**src/hdl/nes_video_pkg.sv**
```systemverilog
package nes_video_pkg;

  // frame geometry, scaled down for simulation
  localparam int FRAME_WIDTH  = 16;  // visible columns
  localparam int HBLANK       = 4;
  localparam int LINE_LEN     = FRAME_WIDTH + HBLANK;
  localparam int FRAME_HEIGHT = 6;   // visible lines
  localparam int VBLANK       = 2;
  localparam int FRAME_LINES  = FRAME_HEIGHT + VBLANK;
  localparam int FRAME_PERIOD = 200; // cycles between frame starts, >= LINE_LEN * FRAME_LINES
  localparam int PERIOD_W     = $clog2(FRAME_PERIOD);

  // image window inside the visible area
  localparam int IMAGE_WIDTH  = 8;
  localparam int IMAGE_HEIGHT = 4;

  localparam int COORD_W      = 10;
  localparam int PIX_IDX_W    = 6;
  localparam int RGB_W        = 8;   // r3 g3 b2
  localparam int FRAME_CNT_W  = 16;

  // apb register map
  localparam int APB_ADDR_W   = 8;
  localparam int APB_DATA_W   = 32;
  localparam logic [APB_ADDR_W-1:0] ADDR_CTRL   = 8'h00; // bit 0 enable
  localparam logic [APB_ADDR_W-1:0] ADDR_BG     = 8'h04;
  localparam logic [APB_ADDR_W-1:0] ADDR_XOFF   = 8'h08;
  localparam logic [APB_ADDR_W-1:0] ADDR_YOFF   = 8'h0C;
  localparam logic [APB_ADDR_W-1:0] ADDR_FRAMES = 8'h10; // read only

  // approximation of the console system palette, 3-3-2 packed
  localparam logic [RGB_W-1:0] PALETTE [64] = '{
    8'h6D, 8'h22, 8'h02, 8'h42, 8'h81, 8'hA0, 8'hA0, 8'h60,
    8'h44, 8'h08, 8'h08, 8'h04, 8'h05, 8'h00, 8'h00, 8'h00,
    8'hB6, 8'h0F, 8'h27, 8'h83, 8'hA2, 8'hE1, 8'hC4, 8'hC8,
    8'h8C, 8'h10, 8'h14, 8'h10, 8'h12, 8'h00, 8'h00, 8'h00,
    8'hFF, 8'h37, 8'h53, 8'hB3, 8'hEF, 8'hEE, 8'hED, 8'hF0,
    8'hF4, 8'h98, 8'h59, 8'h5E, 8'h1F, 8'h00, 8'h00, 8'h00,
    8'hFF, 8'hBF, 8'hDB, 8'hDB, 8'hFB, 8'hFB, 8'hF6, 8'hFA,
    8'hFE, 8'hFE, 8'hBE, 8'hBF, 8'h9F, 8'h00, 8'h00, 8'h00
  };

  // palette index to packed color
  function automatic logic [RGB_W-1:0] palette_rgb_of(input logic [PIX_IDX_W-1:0] idx);
    return PALETTE[idx];
  endfunction

endpackage
```
**src/hdl/video_cfg_if.sv**
```systemverilog
interface video_cfg_if;

  // configuration written over apb
  logic                              enable;
  logic [nes_video_pkg::RGB_W-1:0]   bg_color;   // fill outside the window
  logic [nes_video_pkg::COORD_W-1:0] x_offset;
  logic [nes_video_pkg::COORD_W-1:0] y_offset;

  // status back from the raster
  logic                              frame_strobe; // one cycle per frame start

  // register block side
  modport regs_mp (
    output enable,
    output bg_color,
    output x_offset,
    output y_offset,
    input  frame_strobe
  );

  // video pipeline side
  modport video_mp (
    input  enable,
    input  bg_color,
    input  x_offset,
    input  y_offset,
    output frame_strobe
  );

endinterface

```
**src/hdl/nes_video_top.sv**
```systemverilog
module nes_video_top (
  input  logic                                 clk,
  input  logic                                 rst,
  // apb config port
  input  logic                                 i_psel,
  input  logic                                 i_penable,
  input  logic                                 i_pwrite,
  input  logic [nes_video_pkg::APB_ADDR_W-1:0] i_paddr,
  input  logic [nes_video_pkg::APB_DATA_W-1:0] i_pwdata,
  output logic [nes_video_pkg::APB_DATA_W-1:0] o_prdata,
  output logic                                 o_pready,
  output logic                                 o_pslverr,
  // picture processor side
  input  logic [nes_video_pkg::PIX_IDX_W-1:0]  i_palette_idx,  // same-cycle answer
  output logic [nes_video_pkg::COORD_W-1:0]    o_nes_x,
  output logic [nes_video_pkg::COORD_W-1:0]    o_nes_y,
  output logic [nes_video_pkg::COORD_W-1:0]    o_nes_y_next,
  output logic                                 o_pix_pulse,
  // display side
  output logic                                 o_sof,
  output logic                                 o_hsync,
  output logic                                 o_vblank,
  output logic [2:0]                           o_r,
  output logic [2:0]                           o_g,
  output logic [1:0]                           o_b
);

  logic active;

  video_cfg_if cfg ();

  video_regs u_regs (
    .clk       (clk),
    .rst       (rst),
    .i_psel    (i_psel),
    .i_penable (i_penable),
    .i_pwrite  (i_pwrite),
    .i_paddr   (i_paddr),
    .i_pwdata  (i_pwdata),
    .o_prdata  (o_prdata),
    .o_pready  (o_pready),
    .o_pslverr (o_pslverr),
    .cfg       (cfg.regs_mp)
  );

  video_timing u_timing (
    .clk          (clk),
    .rst          (rst),
    .cfg          (cfg.video_mp),
    .o_active     (active),
    .o_nes_x      (o_nes_x),
    .o_nes_y      (o_nes_y),
    .o_nes_y_next (o_nes_y_next),
    .o_pix_pulse  (o_pix_pulse),
    .o_sof        (o_sof),
    .o_hsync      (o_hsync),
    .o_vblank     (o_vblank)
  );

  palette_rgb u_palette (
    .clk           (clk),
    .rst           (rst),
    .cfg           (cfg.video_mp),
    .i_active      (active),
    .i_palette_idx (i_palette_idx),
    .o_r           (o_r),
    .o_g           (o_g),
    .o_b           (o_b)
  );

endmodule

```
**src/hdl/palette_rgb.sv**
```systemverilog
module palette_rgb (
  input  logic                                clk,
  input  logic                                rst,
  video_cfg_if.video_mp                       cfg,
  input  logic                                i_active,
  input  logic [nes_video_pkg::PIX_IDX_W-1:0] i_palette_idx,
  output logic [2:0]                          o_r,
  output logic [2:0]                          o_g,
  output logic [1:0]                          o_b
);

  logic [nes_video_pkg::RGB_W-1:0] rgb_next;
  logic [nes_video_pkg::RGB_W-1:0] rgb_q;

  // pick the picture color inside the window, background elsewhere
  always_comb begin
    if (i_active)
      rgb_next = nes_video_pkg::palette_rgb_of(i_palette_idx);
    else
      rgb_next = cfg.bg_color;
  end

  // one cycle behind the coordinate
  always_ff @(posedge clk) begin
    if (rst)
      rgb_q <= '0;
    else
      rgb_q <= rgb_next;
  end

  // 3-3-2 split
  assign o_r = rgb_q[7:5];
  assign o_g = rgb_q[4:2];
  assign o_b = rgb_q[1:0];

endmodule

```
**src/hdl/video_timing.sv**
```systemverilog
module video_timing (
  input  logic                              clk,
  input  logic                              rst,
  video_cfg_if.video_mp                     cfg,
  output logic                              o_active,
  output logic [nes_video_pkg::COORD_W-1:0] o_nes_x,
  output logic [nes_video_pkg::COORD_W-1:0] o_nes_y,
  output logic [nes_video_pkg::COORD_W-1:0] o_nes_y_next,
  output logic                              o_pix_pulse,
  output logic                              o_sof,
  output logic                              o_hsync,
  output logic                              o_vblank
);

  localparam int CW = nes_video_pkg::COORD_W;

  typedef enum logic {ST_IDLE, ST_SCAN} state_t;

  state_t                              state;
  logic [nes_video_pkg::PERIOD_W-1:0]  period_cnt;
  logic [CW-1:0]                       x_pos;
  logic [CW-1:0]                       y_pos;
  logic                                line_end;
  logic                                frame_end;
  logic [CW:0]                         x_lim;  // one extra bit for the window end
  logic [CW:0]                         y_lim;
  logic                                in_x;
  logic                                in_y;

  // frame period counter, pulse once per period while enabled
  always_ff @(posedge clk) begin
    if (rst || !cfg.enable) begin
      period_cnt  <= '0;
      o_pix_pulse <= 1'b0;
    end else if (period_cnt == nes_video_pkg::PERIOD_W'(nes_video_pkg::FRAME_PERIOD - 1)) begin
      period_cnt  <= '0;
      o_pix_pulse <= 1'b1;
    end else begin
      period_cnt  <= period_cnt + 1'b1;
      o_pix_pulse <= 1'b0;
    end
  end

  assign line_end  = x_pos == CW'(nes_video_pkg::LINE_LEN - 1);
  assign frame_end = line_end && y_pos == CW'(nes_video_pkg::FRAME_LINES - 1);

  // raster walk
  always_ff @(posedge clk) begin
    if (rst || !cfg.enable) begin
      state <= ST_IDLE;
      x_pos <= '0;
      y_pos <= '0;
    end else if (o_pix_pulse) begin
      state <= ST_SCAN;  // frame starts next cycle at 0,0
      x_pos <= '0;
      y_pos <= '0;
    end else if (state == ST_SCAN) begin
      if (frame_end) begin
        state <= ST_IDLE;
        x_pos <= '0;
        y_pos <= '0;
      end else if (line_end) begin
        x_pos <= '0;
        y_pos <= y_pos + 1'b1;
      end else begin
        x_pos <= x_pos + 1'b1;
      end
    end
  end

  assign o_sof    = state == ST_SCAN && x_pos == '0 && y_pos == '0;
  assign o_hsync  = state == ST_SCAN && x_pos < CW'(nes_video_pkg::FRAME_WIDTH);
  assign o_vblank = state == ST_IDLE || y_pos >= CW'(nes_video_pkg::FRAME_HEIGHT);

  assign cfg.frame_strobe = o_sof;

  // image window
  assign x_lim    = {1'b0, cfg.x_offset} + (CW+1)'(nes_video_pkg::IMAGE_WIDTH);
  assign y_lim    = {1'b0, cfg.y_offset} + (CW+1)'(nes_video_pkg::IMAGE_HEIGHT);
  assign in_x     = x_pos >= cfg.x_offset && {1'b0, x_pos} < x_lim;
  assign in_y     = y_pos >= cfg.y_offset && {1'b0, y_pos} < y_lim;
  assign o_active = state == ST_SCAN && in_x && in_y;

  assign o_nes_x      = o_active ? x_pos - cfg.x_offset : '0;
  assign o_nes_y      = o_active ? y_pos - cfg.y_offset : '0;
  assign o_nes_y_next = o_active ? o_nes_y + 1'b1 : '0; // lookahead for the next line

endmodule

```
**src/hdl/video_regs.sv**
```systemverilog
module video_regs (
  input  logic                                   clk,
  input  logic                                   rst,
  input  logic                                   i_psel,
  input  logic                                   i_penable,
  input  logic                                   i_pwrite,
  input  logic [nes_video_pkg::APB_ADDR_W-1:0]   i_paddr,
  input  logic [nes_video_pkg::APB_DATA_W-1:0]   i_pwdata,
  output logic [nes_video_pkg::APB_DATA_W-1:0]   o_prdata,
  output logic                                   o_pready,
  output logic                                   o_pslverr,
  video_cfg_if.regs_mp                           cfg
);

  logic                                  access;
  logic                                  wr_en;
  logic                                  addr_ok;
  logic [nes_video_pkg::FRAME_CNT_W-1:0] frame_cnt;

  assign access   = i_psel && i_penable; // second phase of a transfer
  assign wr_en    = access && i_pwrite;
  assign o_pready = 1'b1;                 // no wait states

  // read mux and address decode
  always_comb begin
    o_prdata = '0;
    addr_ok  = 1'b1;
    case (i_paddr)
      nes_video_pkg::ADDR_CTRL:   o_prdata[0] = cfg.enable;
      nes_video_pkg::ADDR_BG:     o_prdata[nes_video_pkg::RGB_W-1:0] = cfg.bg_color;
      nes_video_pkg::ADDR_XOFF:   o_prdata[nes_video_pkg::COORD_W-1:0] = cfg.x_offset;
      nes_video_pkg::ADDR_YOFF:   o_prdata[nes_video_pkg::COORD_W-1:0] = cfg.y_offset;
      nes_video_pkg::ADDR_FRAMES: o_prdata[nes_video_pkg::FRAME_CNT_W-1:0] = frame_cnt;
      default:                    addr_ok = 1'b0;
    endcase
  end

  // frame count register cannot be written
  assign o_pslverr = access &&
                     (!addr_ok || (i_pwrite && i_paddr == nes_video_pkg::ADDR_FRAMES));

  always_ff @(posedge clk) begin
    if (rst) begin
      cfg.enable   <= 1'b0;
      cfg.bg_color <= '0;
      cfg.x_offset <= '0;
      cfg.y_offset <= '0;
      frame_cnt    <= '0;
    end else begin
      if (wr_en) begin
        case (i_paddr)
          nes_video_pkg::ADDR_CTRL: cfg.enable   <= i_pwdata[0];
          nes_video_pkg::ADDR_BG:   cfg.bg_color <= i_pwdata[nes_video_pkg::RGB_W-1:0];
          nes_video_pkg::ADDR_XOFF: cfg.x_offset <= i_pwdata[nes_video_pkg::COORD_W-1:0];
          nes_video_pkg::ADDR_YOFF: cfg.y_offset <= i_pwdata[nes_video_pkg::COORD_W-1:0];
          default: ;
        endcase
      end
      // writing enable low restarts the count
      if (wr_en && i_paddr == nes_video_pkg::ADDR_CTRL && !i_pwdata[0])
        frame_cnt <= '0;
      else if (cfg.frame_strobe)
        frame_cnt <= frame_cnt + 1'b1; // wraps
    end
  end

endmodule

```
**config.mk**
```make
export PLATFORM = sky130hd
export DESIGN_NAME = nes_video_top
export DESIGN_NICKNAME = d
export VERILOG_FILES = /design/src/hdl/nes_video_pkg.sv /design/src/hdl/video_cfg_if.sv /design/src/hdl/nes_video_top.sv /design/src/hdl/palette_rgb.sv /design/src/hdl/video_timing.sv /design/src/hdl/video_regs.sv
export SDC_FILE = /design/constraint.sdc
export NUM_CORES = 1
export LEC_CHECK = 0
export ABC_AREA = 1
export ABC_CLOCK_PERIOD_IN_PS = 4900
export BUFFER_PORTS_ARGS = -buffer_cell sky130_fd_sc_hd__clkbuf_2
export CORE_MARGIN = 2
export CORE_UTILIZATION = 55
export DETAILED_ROUTE_END_ITERATION = 8
export HOLD_SLACK_MARGIN = 0.1
export PLACE_DENSITY = 0.81
export SETUP_SLACK_MARGIN = 0.02
export SYNTH_ARGS = -nofsm -noshare
export SYNTH_HDL_FRONTEND = slang
export SYNTH_SLANG_ARGS = --single-unit
```
**constraint.sdc**
```tcl
create_clock -name clk -period 4.9 [get_ports clk]
set_input_delay 0.98 -clock clk [delete_from_list [all_inputs] [get_ports clk]]
set_output_delay 0.98 -clock clk [all_outputs]
set_load 0.02 [all_outputs]
```
# Word level (Yosys, flattened, before mapping)
# Memory sizes are Yosys's and may differ from the RTL's.
# Index checks and enable logic that the tools add are counted.
[classes]
addsub = 9
magnitude_cmp = 7
eq_ne = 7
n_mux = 19
n_bitwise = 2
reduce_logical = 33
[op_table]
columns = ["operator", "n"]
rows = [
  ["two-way mux 10 bit", 7],
  ["adder 10 x 1 -> 10 bit, second input constant", 3],
  ["case mux 7 bit (4 select lines)", 1],
  ["two-way mux 8 bit", 3],
  ["< comparator 10 x 11 -> 1 bit", 2],
  ["greater-or-equal comparator 10 bit", 2],
  ["zero test 10 bit", 2],
  ["subtractor 10 bit", 2],
  ["adder 16 x 1 -> 16 bit, second input constant", 1],
  ["== test 8 x 4 -> 1 bit, second input constant", 2],
  ["logical AND 1 bit", 14],
  ["adder 10 x 3 -> 11 bit, second input constant", 1],
  ["adder 10 x 4 -> 11 bit, second input constant", 1],
  ["== test 10 x 3 -> 1 bit, second input constant", 1],
  ["== test 10 x 5 -> 1 bit, second input constant", 1],
  ["greater-or-equal comparator 10 x 3 -> 1 bit, second input constant", 1],
  ["< comparator 10 x 5 -> 1 bit, second input constant", 1],
  ["AND reduction 2 bit", 5],
  ["adder 8 x 1 -> 8 bit, second input constant", 1],
  ["== test 8 x 3 -> 1 bit, second input constant", 1],
  ["== test 8 x 5 -> 1 bit, second input constant", 1],
  ["== test 8 bit, second input constant", 1],
  ["zero test 8 bit", 1],
  ["greater-or-equal comparator 7 bit, second input constant", 1],
  ["11 further kinds", 21],
]
[word_totals]
ff_bits = 83
rom_bits = 512
input_bits = 51
out_inout_bits = 76
word_cells = 89
n_memories = 1
[mem_list]
columns = ["memory", "words", "width", "read_ports", "rd_ports_with_merged_regs", "wr", "line_no", "source"]
rows = [
  ["(name not given)", 64, 8, 1, 0, 0, "nes_video_pkg.sv:45", "return PALETTE[idx];"],
]

# Longest topological paths before layout
[logic_depth]
ltp_word = 8
ltp_mapped = 23
depth_no_buf = 22

# Worst setup path after synthesis
# No wires, ideal clock.
[synth_path]
path_type = "register to output"
startpoint = "reg u_regs.cfg.y_offset[2]"
endpoint = "out o_nes_y_next[4] in the netlist's numbering"
arrival_time_ps = 3356
required_time_ps = 3920
path_slack_ps = 564
path_stages_with_launch = 19
n_path_buf = 1
path_cell_list = "dfxtp_1 > inv_1 > nor3_1 > nand3_1 > nor3_1 > xor2_1 > ha_1 > nand2_1 > nor2_1 > nor2_2 > nand3_2 > nor2_4 > inv_2 > clkbuf_1 > nor2_1 > ha_1 > inv_1 > nor2_1 > xor2_1"
[synth_via]
elab_chain_len = 7
word_cells_on_any_way = 9
cone_classes = "3 x add/sub; 2 x order compare; 2 x mux; 2 x reduce/logical"
[synth_lines]
columns = ["item", "line_no", "source"]
rows = [
  ["start, declared", "video_cfg_if.sv:17", "output y_offset,"],
  ["start signal, assigned", "video_regs.sv:55", "nes_video_pkg::ADDR_YOFF: cfg.y_offset <= i_pwdata[nes_video_pkg::COORD_W-1:0];"],
  ["adder 10 x 3 -> 11 bit", "video_timing.sv:79", "assign y_lim = {1'b0, cfg.y_offset} + (CW+1)'(nes_video_pkg::IMAGE_HEIGHT);"],
  ["< comparator 10 x 11 -> 1 bit", "video_timing.sv:81", "assign in_y = y_pos >= cfg.y_offset && {1'b0, y_pos} < y_lim;"],
  ["logical AND 1 bit *", "video_timing.sv:81", ""],
  ["logical AND 1 bit *", "video_timing.sv:82", "assign o_active = state == ST_SCAN && in_x && in_y;"],
  ["two-way mux 10 bit *", "video_timing.sv:85", "assign o_nes_y = o_active ? y_pos - cfg.y_offset : '0;"],
  ["net o_nes_y (one bit)", "nes_video_top.sv:16", "output logic [nes_video_pkg::COORD_W-1:0] o_nes_y,"],
  ["adder 10 x 1 -> 10 bit *", "video_timing.sv:86", "assign o_nes_y_next = o_active ? o_nes_y + 1'b1 : '0;"],
  ["two-way mux 10 bit *", "video_timing.sv:86", ""],
  ["end, declared", "nes_video_top.sv:17", "output logic [nes_video_pkg::COORD_W-1:0] o_nes_y_next,"],
]
# Mark *: on every way through the listed nets, which the timed path passes. The rest lies on a longest branch.

# Final worst setup path
[layout_path]
startpoint = "reg u_regs.cfg.y_offset[2]"
endpoint = "out o_nes_y_next[8] in the netlist's numbering"
[layout_via]
elab_chain_len = 7
word_cells_on_any_way = 9
cone_classes = "3 x add/sub; 2 x order compare; 2 x mux; 2 x reduce/logical"
[layout_lines]
columns = ["item", "line_no"]
rows = [
  ["adder 10 x 3 -> 11 bit", "video_timing.sv:79"],
  ["< comparator 10 x 11 -> 1 bit", "video_timing.sv:81"],
  ["logical AND 1 bit", "video_timing.sv:81"],
  ["logical AND 1 bit", "video_timing.sv:82"],
  ["two-way mux 10 bit", "video_timing.sv:85"],
  ["adder 10 x 1 -> 10 bit", "video_timing.sv:86"],
  ["two-way mux 10 bit *", "video_timing.sv:86"],
]
# Every way passes the cells marked *; elsewhere a longest branch is shown, timed or not.

==> reports/results.tsv <==
stage	metric	value	unit
status	status	finished, final reports clean	
clocking	# hold bufs at CTS	0	
worst_setup_path	r2r endpoint	u_palette.rgb_q[0]	
floorplan	die area	12730	sq um
worst_setup_path	CP Capture Type	output port	
place	pre-CTS WS	0.3761	ns
clocking	clock tree buffer depth	2	
finish	layout cells sized above 1	12.87	%
timing	Relative slew margins	45.86	%
worst_hold_path	WHS Path Cells	1	
drt	# DRC	0	
synthesis	Synth Instances	1001	
clocking	CTS Buf Count	9	
timing	Setup TNS	0	ns
synthesis	Synth Area in XOR/XNOR	3.631	%
synthesis	Yosys cell types	51	
place	DP Wirelength	13.85	mm
synthesis	largest family of logic cells by synthesized area	simple AND/OR/NAND/NOR gates	
drt	first-pass iteration count of the detailed router	5	
global_routing	GRT Util Overall	27.90	%
timing	min Tclk post-route	4.454	ns
worst_hold_path	Hold Crit Endpoint	u_timing.period_cnt[0]	
synthesis	synthesized area	6512	sq um
synthesis	post-synthesis compound-gate area fraction	18.06	%
timing	final clock skew	0.007663	ns
clocking	Clock Sinks	83	
drt	number of routed nets with antenna violations	0	
worst_setup_path	Data arrival, critical path	3.47	ns
synthesis	Post-Synth Adder-Cell Area	10.99	%
worst_setup_path	Worst Path Max Fanout	16	
global_routing	pin count of the biggest net entering global routing	35	
floorplan	Starting Density	56.79	%
floorplan	row count	39	
job	max_cap viols	0	
synthesis	post-synthesis simple-gate area fraction	28.80	%
timing	Worst Tran Pin Value	0.8112	ns
worst_setup_path	R2R Path Start	u_regs.cfg.y_offset[2]	
synthesis	syn avg cell area	6.506	sq um
pwr	pwr dens	201.7	nW/um^2
finish	Inserted Diodes	0	
drt	initial DRC count	591	
worst_setup_path	Req. time, crit path	3.92	ns
synthesis	mux cell area share after synthesis	0.1537	%
place	gpl congestion	0.9439	
worst_setup_path	CP Class	reg2out	
timing	Final setup viols	0	
pwr	LEAKAGE	3.335	nW
timing	endpoints failing hold	0	
drt	final wirelength	17.59	mm
worst_hold_path	hold crit path type	reg2reg	
finish	synthesis-to-layout area growth	12.39	%
clocking	clock-pin slew on the worst setup and hold paths	0.06	ns
timing	Slew Limit Fails	0	
timing	Setup WS post-layout	0.4460	ns
worst_hold_path	Hold Startpoint	u_timing.period_cnt[0]	
global_routing	total grt overflow	0	
global_routing	number of global-route vias before repair	5994	
timing	RSZ-0062 raised after global routing	false	
place	input/output buffers	87	
finish	nets	1190	
synthesis	Ys Warns	0	
clocking	CTS tree	built	
floorplan	num ports	127	
synthesis	sequential element share of the synthesized area	25.51	%
timing	Tcrit/Tclk final	90.90	%
worst_setup_path	R2R Setup Slk	2.27	ns
global_routing	first-pass GRT wire length	28.77	mm
clocking	H-tree depth	3	
drt	drt wl/cell	14.29	microns
timing	Max Clk Rate	0.2245	GHz
floorplan	die width	112.8	microns
clocking	Worst-Skew Late Latency	0.34	ns
floorplan	Die Y	112.8	microns
drt	Vias per Instance	5.517	
worst_setup_path	R2R depth	15	
pwr	peak supply drop	0.3229	mV
clocking	clock root cell	clkbuf_16	
floorplan	core area	11470	sq um
global_routing	antenna violations before repair	0	
worst_setup_path	CP Launch Type	flop	
drt	via count	6791	
synthesis	Seq cells post-synth	83	
==> how the worst max path moves through the flow <==
stage / startpoint / to / slack (ns)
2_1_floorplan: u_regs.cfg.y_offset[2] / o_nes_y_next[4] / 0.56
6_report: u_regs.cfg.y_offset[2] / o_nes_y_next[8] / 0.45
4_1_cts: u_regs.cfg.y_offset[2] / o_nes_y_next[8] / 0.28
3_3_place_gp: u_regs.cfg.y_offset[2] / o_nes_y_next[8] / 0.44
3_5_place_dp: u_regs.cfg.y_offset[2] / o_nes_y_next[8] / 0.38
5_1_grt: u_regs.cfg.y_offset[2] / o_nes_y_next[8] / 0.09
==> cells by family (layout without fill, tap and decap cells) <==
family | after synthesis | count (layout)
simple gates | 420 | 420
compound gates | 214 | 214
buf+inv | 198 | 270
flops | 83 | 83
fa+ha+maj | 56 | 56
xor+xnor | 27 | 27
other cells | 2 | 17
mux | 1 | 1
==> sequential cells by signal, summed over array words and instances (netlist names) <==
name / count
u_regs.cfg.x_offset: 10
u_timing.period_cnt: 8
u_timing.o_pix_pulse: 1
u_timing.x_pos: 10
u_regs.cfg.bg_color: 8
u_regs.cfg.y_offset: 10
u_timing.state: 1
u_regs.cfg.enable: 1
u_palette.rgb_q: 8
u_regs.frame_cnt: 16
u_timing.y_pos: 10
==> repair_timing <==
| action | 4_1_cts | 5_1_grt |
|---|---|---|
| gates resized for setup | 0 | 2 |
| gates cloned | 0 | 0 |
| setup endpoints to repair | 1 | 2 |
| pin swaps | 1 | 0 |
| setup buffers | 2 | 0 |
==> stage by stage <==
step / utilization (%) / power [W] / std cells / hold WS [ns] / cell area, sq um
global placement: 60.91 / 0.0007839 / 1213 / 0.4270 / 6984
detailed placement: 60.91 / 0.0007841 / 1213 / 0.4389 / 6984
finish: 63.83 / 0.001477 / 1231 / 0.4510 / 7320
CTS: 63.76 / 0.001485 / 1231 / 0.4522 / 7312
floorplan: - / 0.0007612 / 1016 / 0.4176 / 6569
global route: 63.83 / 0.001523 / 1231 / 0.4633 / 7320
==> critical path, stage by stage, from the launching register on <==
cell	delay [ns]
dfxtp_1	0.41
inv_1	0.11
nor3_2	0.25
nand3_1	0.14
nor3_1	0.20
xor2_1	0.17
ha_1	0.24
nand2_1	0.09
nor2_1	0.05
nor2_2	0.11
nand3_2	0.08
nor2_4	0.12
inv_2	0.15
nor2_1	0.16
ha_1	0.20
inv_1	0.08
nor2_2	0.17
nand2_1	0.08
nand2_1	0.06
nand2_1	0.05
inv_1	0.04
clkbuf_2	0.15
==> area by class of cell <==
cell class              instances  area [sq um]
fillers                      1103          4148
repair buffers                 92         473.0
clock buffers                  11         252.7
clock inverters                 5         60.06
inverters                     162         608.1
flip-flops and latches         83          1662
well taps                     143         178.9
multi-input cells             735          4085
==> report_power, final <==
group	leakage, nW	switching [W]	internal [W]	total, W
registers	0.668	0.000000149	0.000675	0.000675
logic	2.52	0.0000700	0.0000278	0.0000978
clock network	0.152	0.000280	0.000424	0.000704
total	3.34	0.000350	0.00113	0.00148
==> cell usage after synthesis (all sizes together) <==
cell type	count	share of area, %
a21o	4	0.46
a21boi	1	0.12
dfxtp	83	26
nor3	22	1.9
clkbuf	13	0.77
o21bai	1	0.12
o21ai	81	6.2
o221ai	2	0.27
xnor2	4	0.54
conb	2	0.12
and3	1	0.096
o32ai	1	0.13
nor4	6	0.86
or2	4	0.38
nand2	176	10
o31ai	3	0.42
a31oi	3	0.29
fa	2	0.61
nor2	123	7.6
mux2i	1	0.15
o21a	2	0.23
ha	54	10
o2111ai	2	0.27
a21oi	94	7.2
a22oi	2	0.23
nor3b	10	1.2
nand4	12	1.2
buf	23	2.6
inv	160	9.2
xor2	23	3.1
a221oi	3	0.40
clkinv	2	0.12
o311ai	1	0.13
o211ai	2	0.23
o22ai	5	0.48
a311oi	1	0.13
nand3	66	5.4
a211oi	6	0.69
==> cells in the final DEF, fill, tap and decap left out, types with 5 or more instances in the layout <==
master / count
a211oi_1: 6
a21oi_1: 94
buf_4: 5
clkbuf_16: 9
clkbuf_2: 87
conb_1: 17
dfxtp_1: 83
ha_1: 54
inv_1: 155
inv_2: 5
nand2_1: 175
nand3_1: 62
nand4_1: 11
nor2_1: 112
nor2_2: 9
nor3_1: 20
nor3b_1: 10
o21ai_0: 80
o22ai_1: 5
xor2_1: 23
==> metal layers <==
metal	vias up	global-route usage (%)	share of wire [%]
li1	3416	-	-
met1	3080	36.93	43
met2	252	45.75	47
met3	43	5.249	7.1
met4	0	9.675	2.9
met5	-	0	0
No activity file was read; power rests on OpenSTA's default activity.
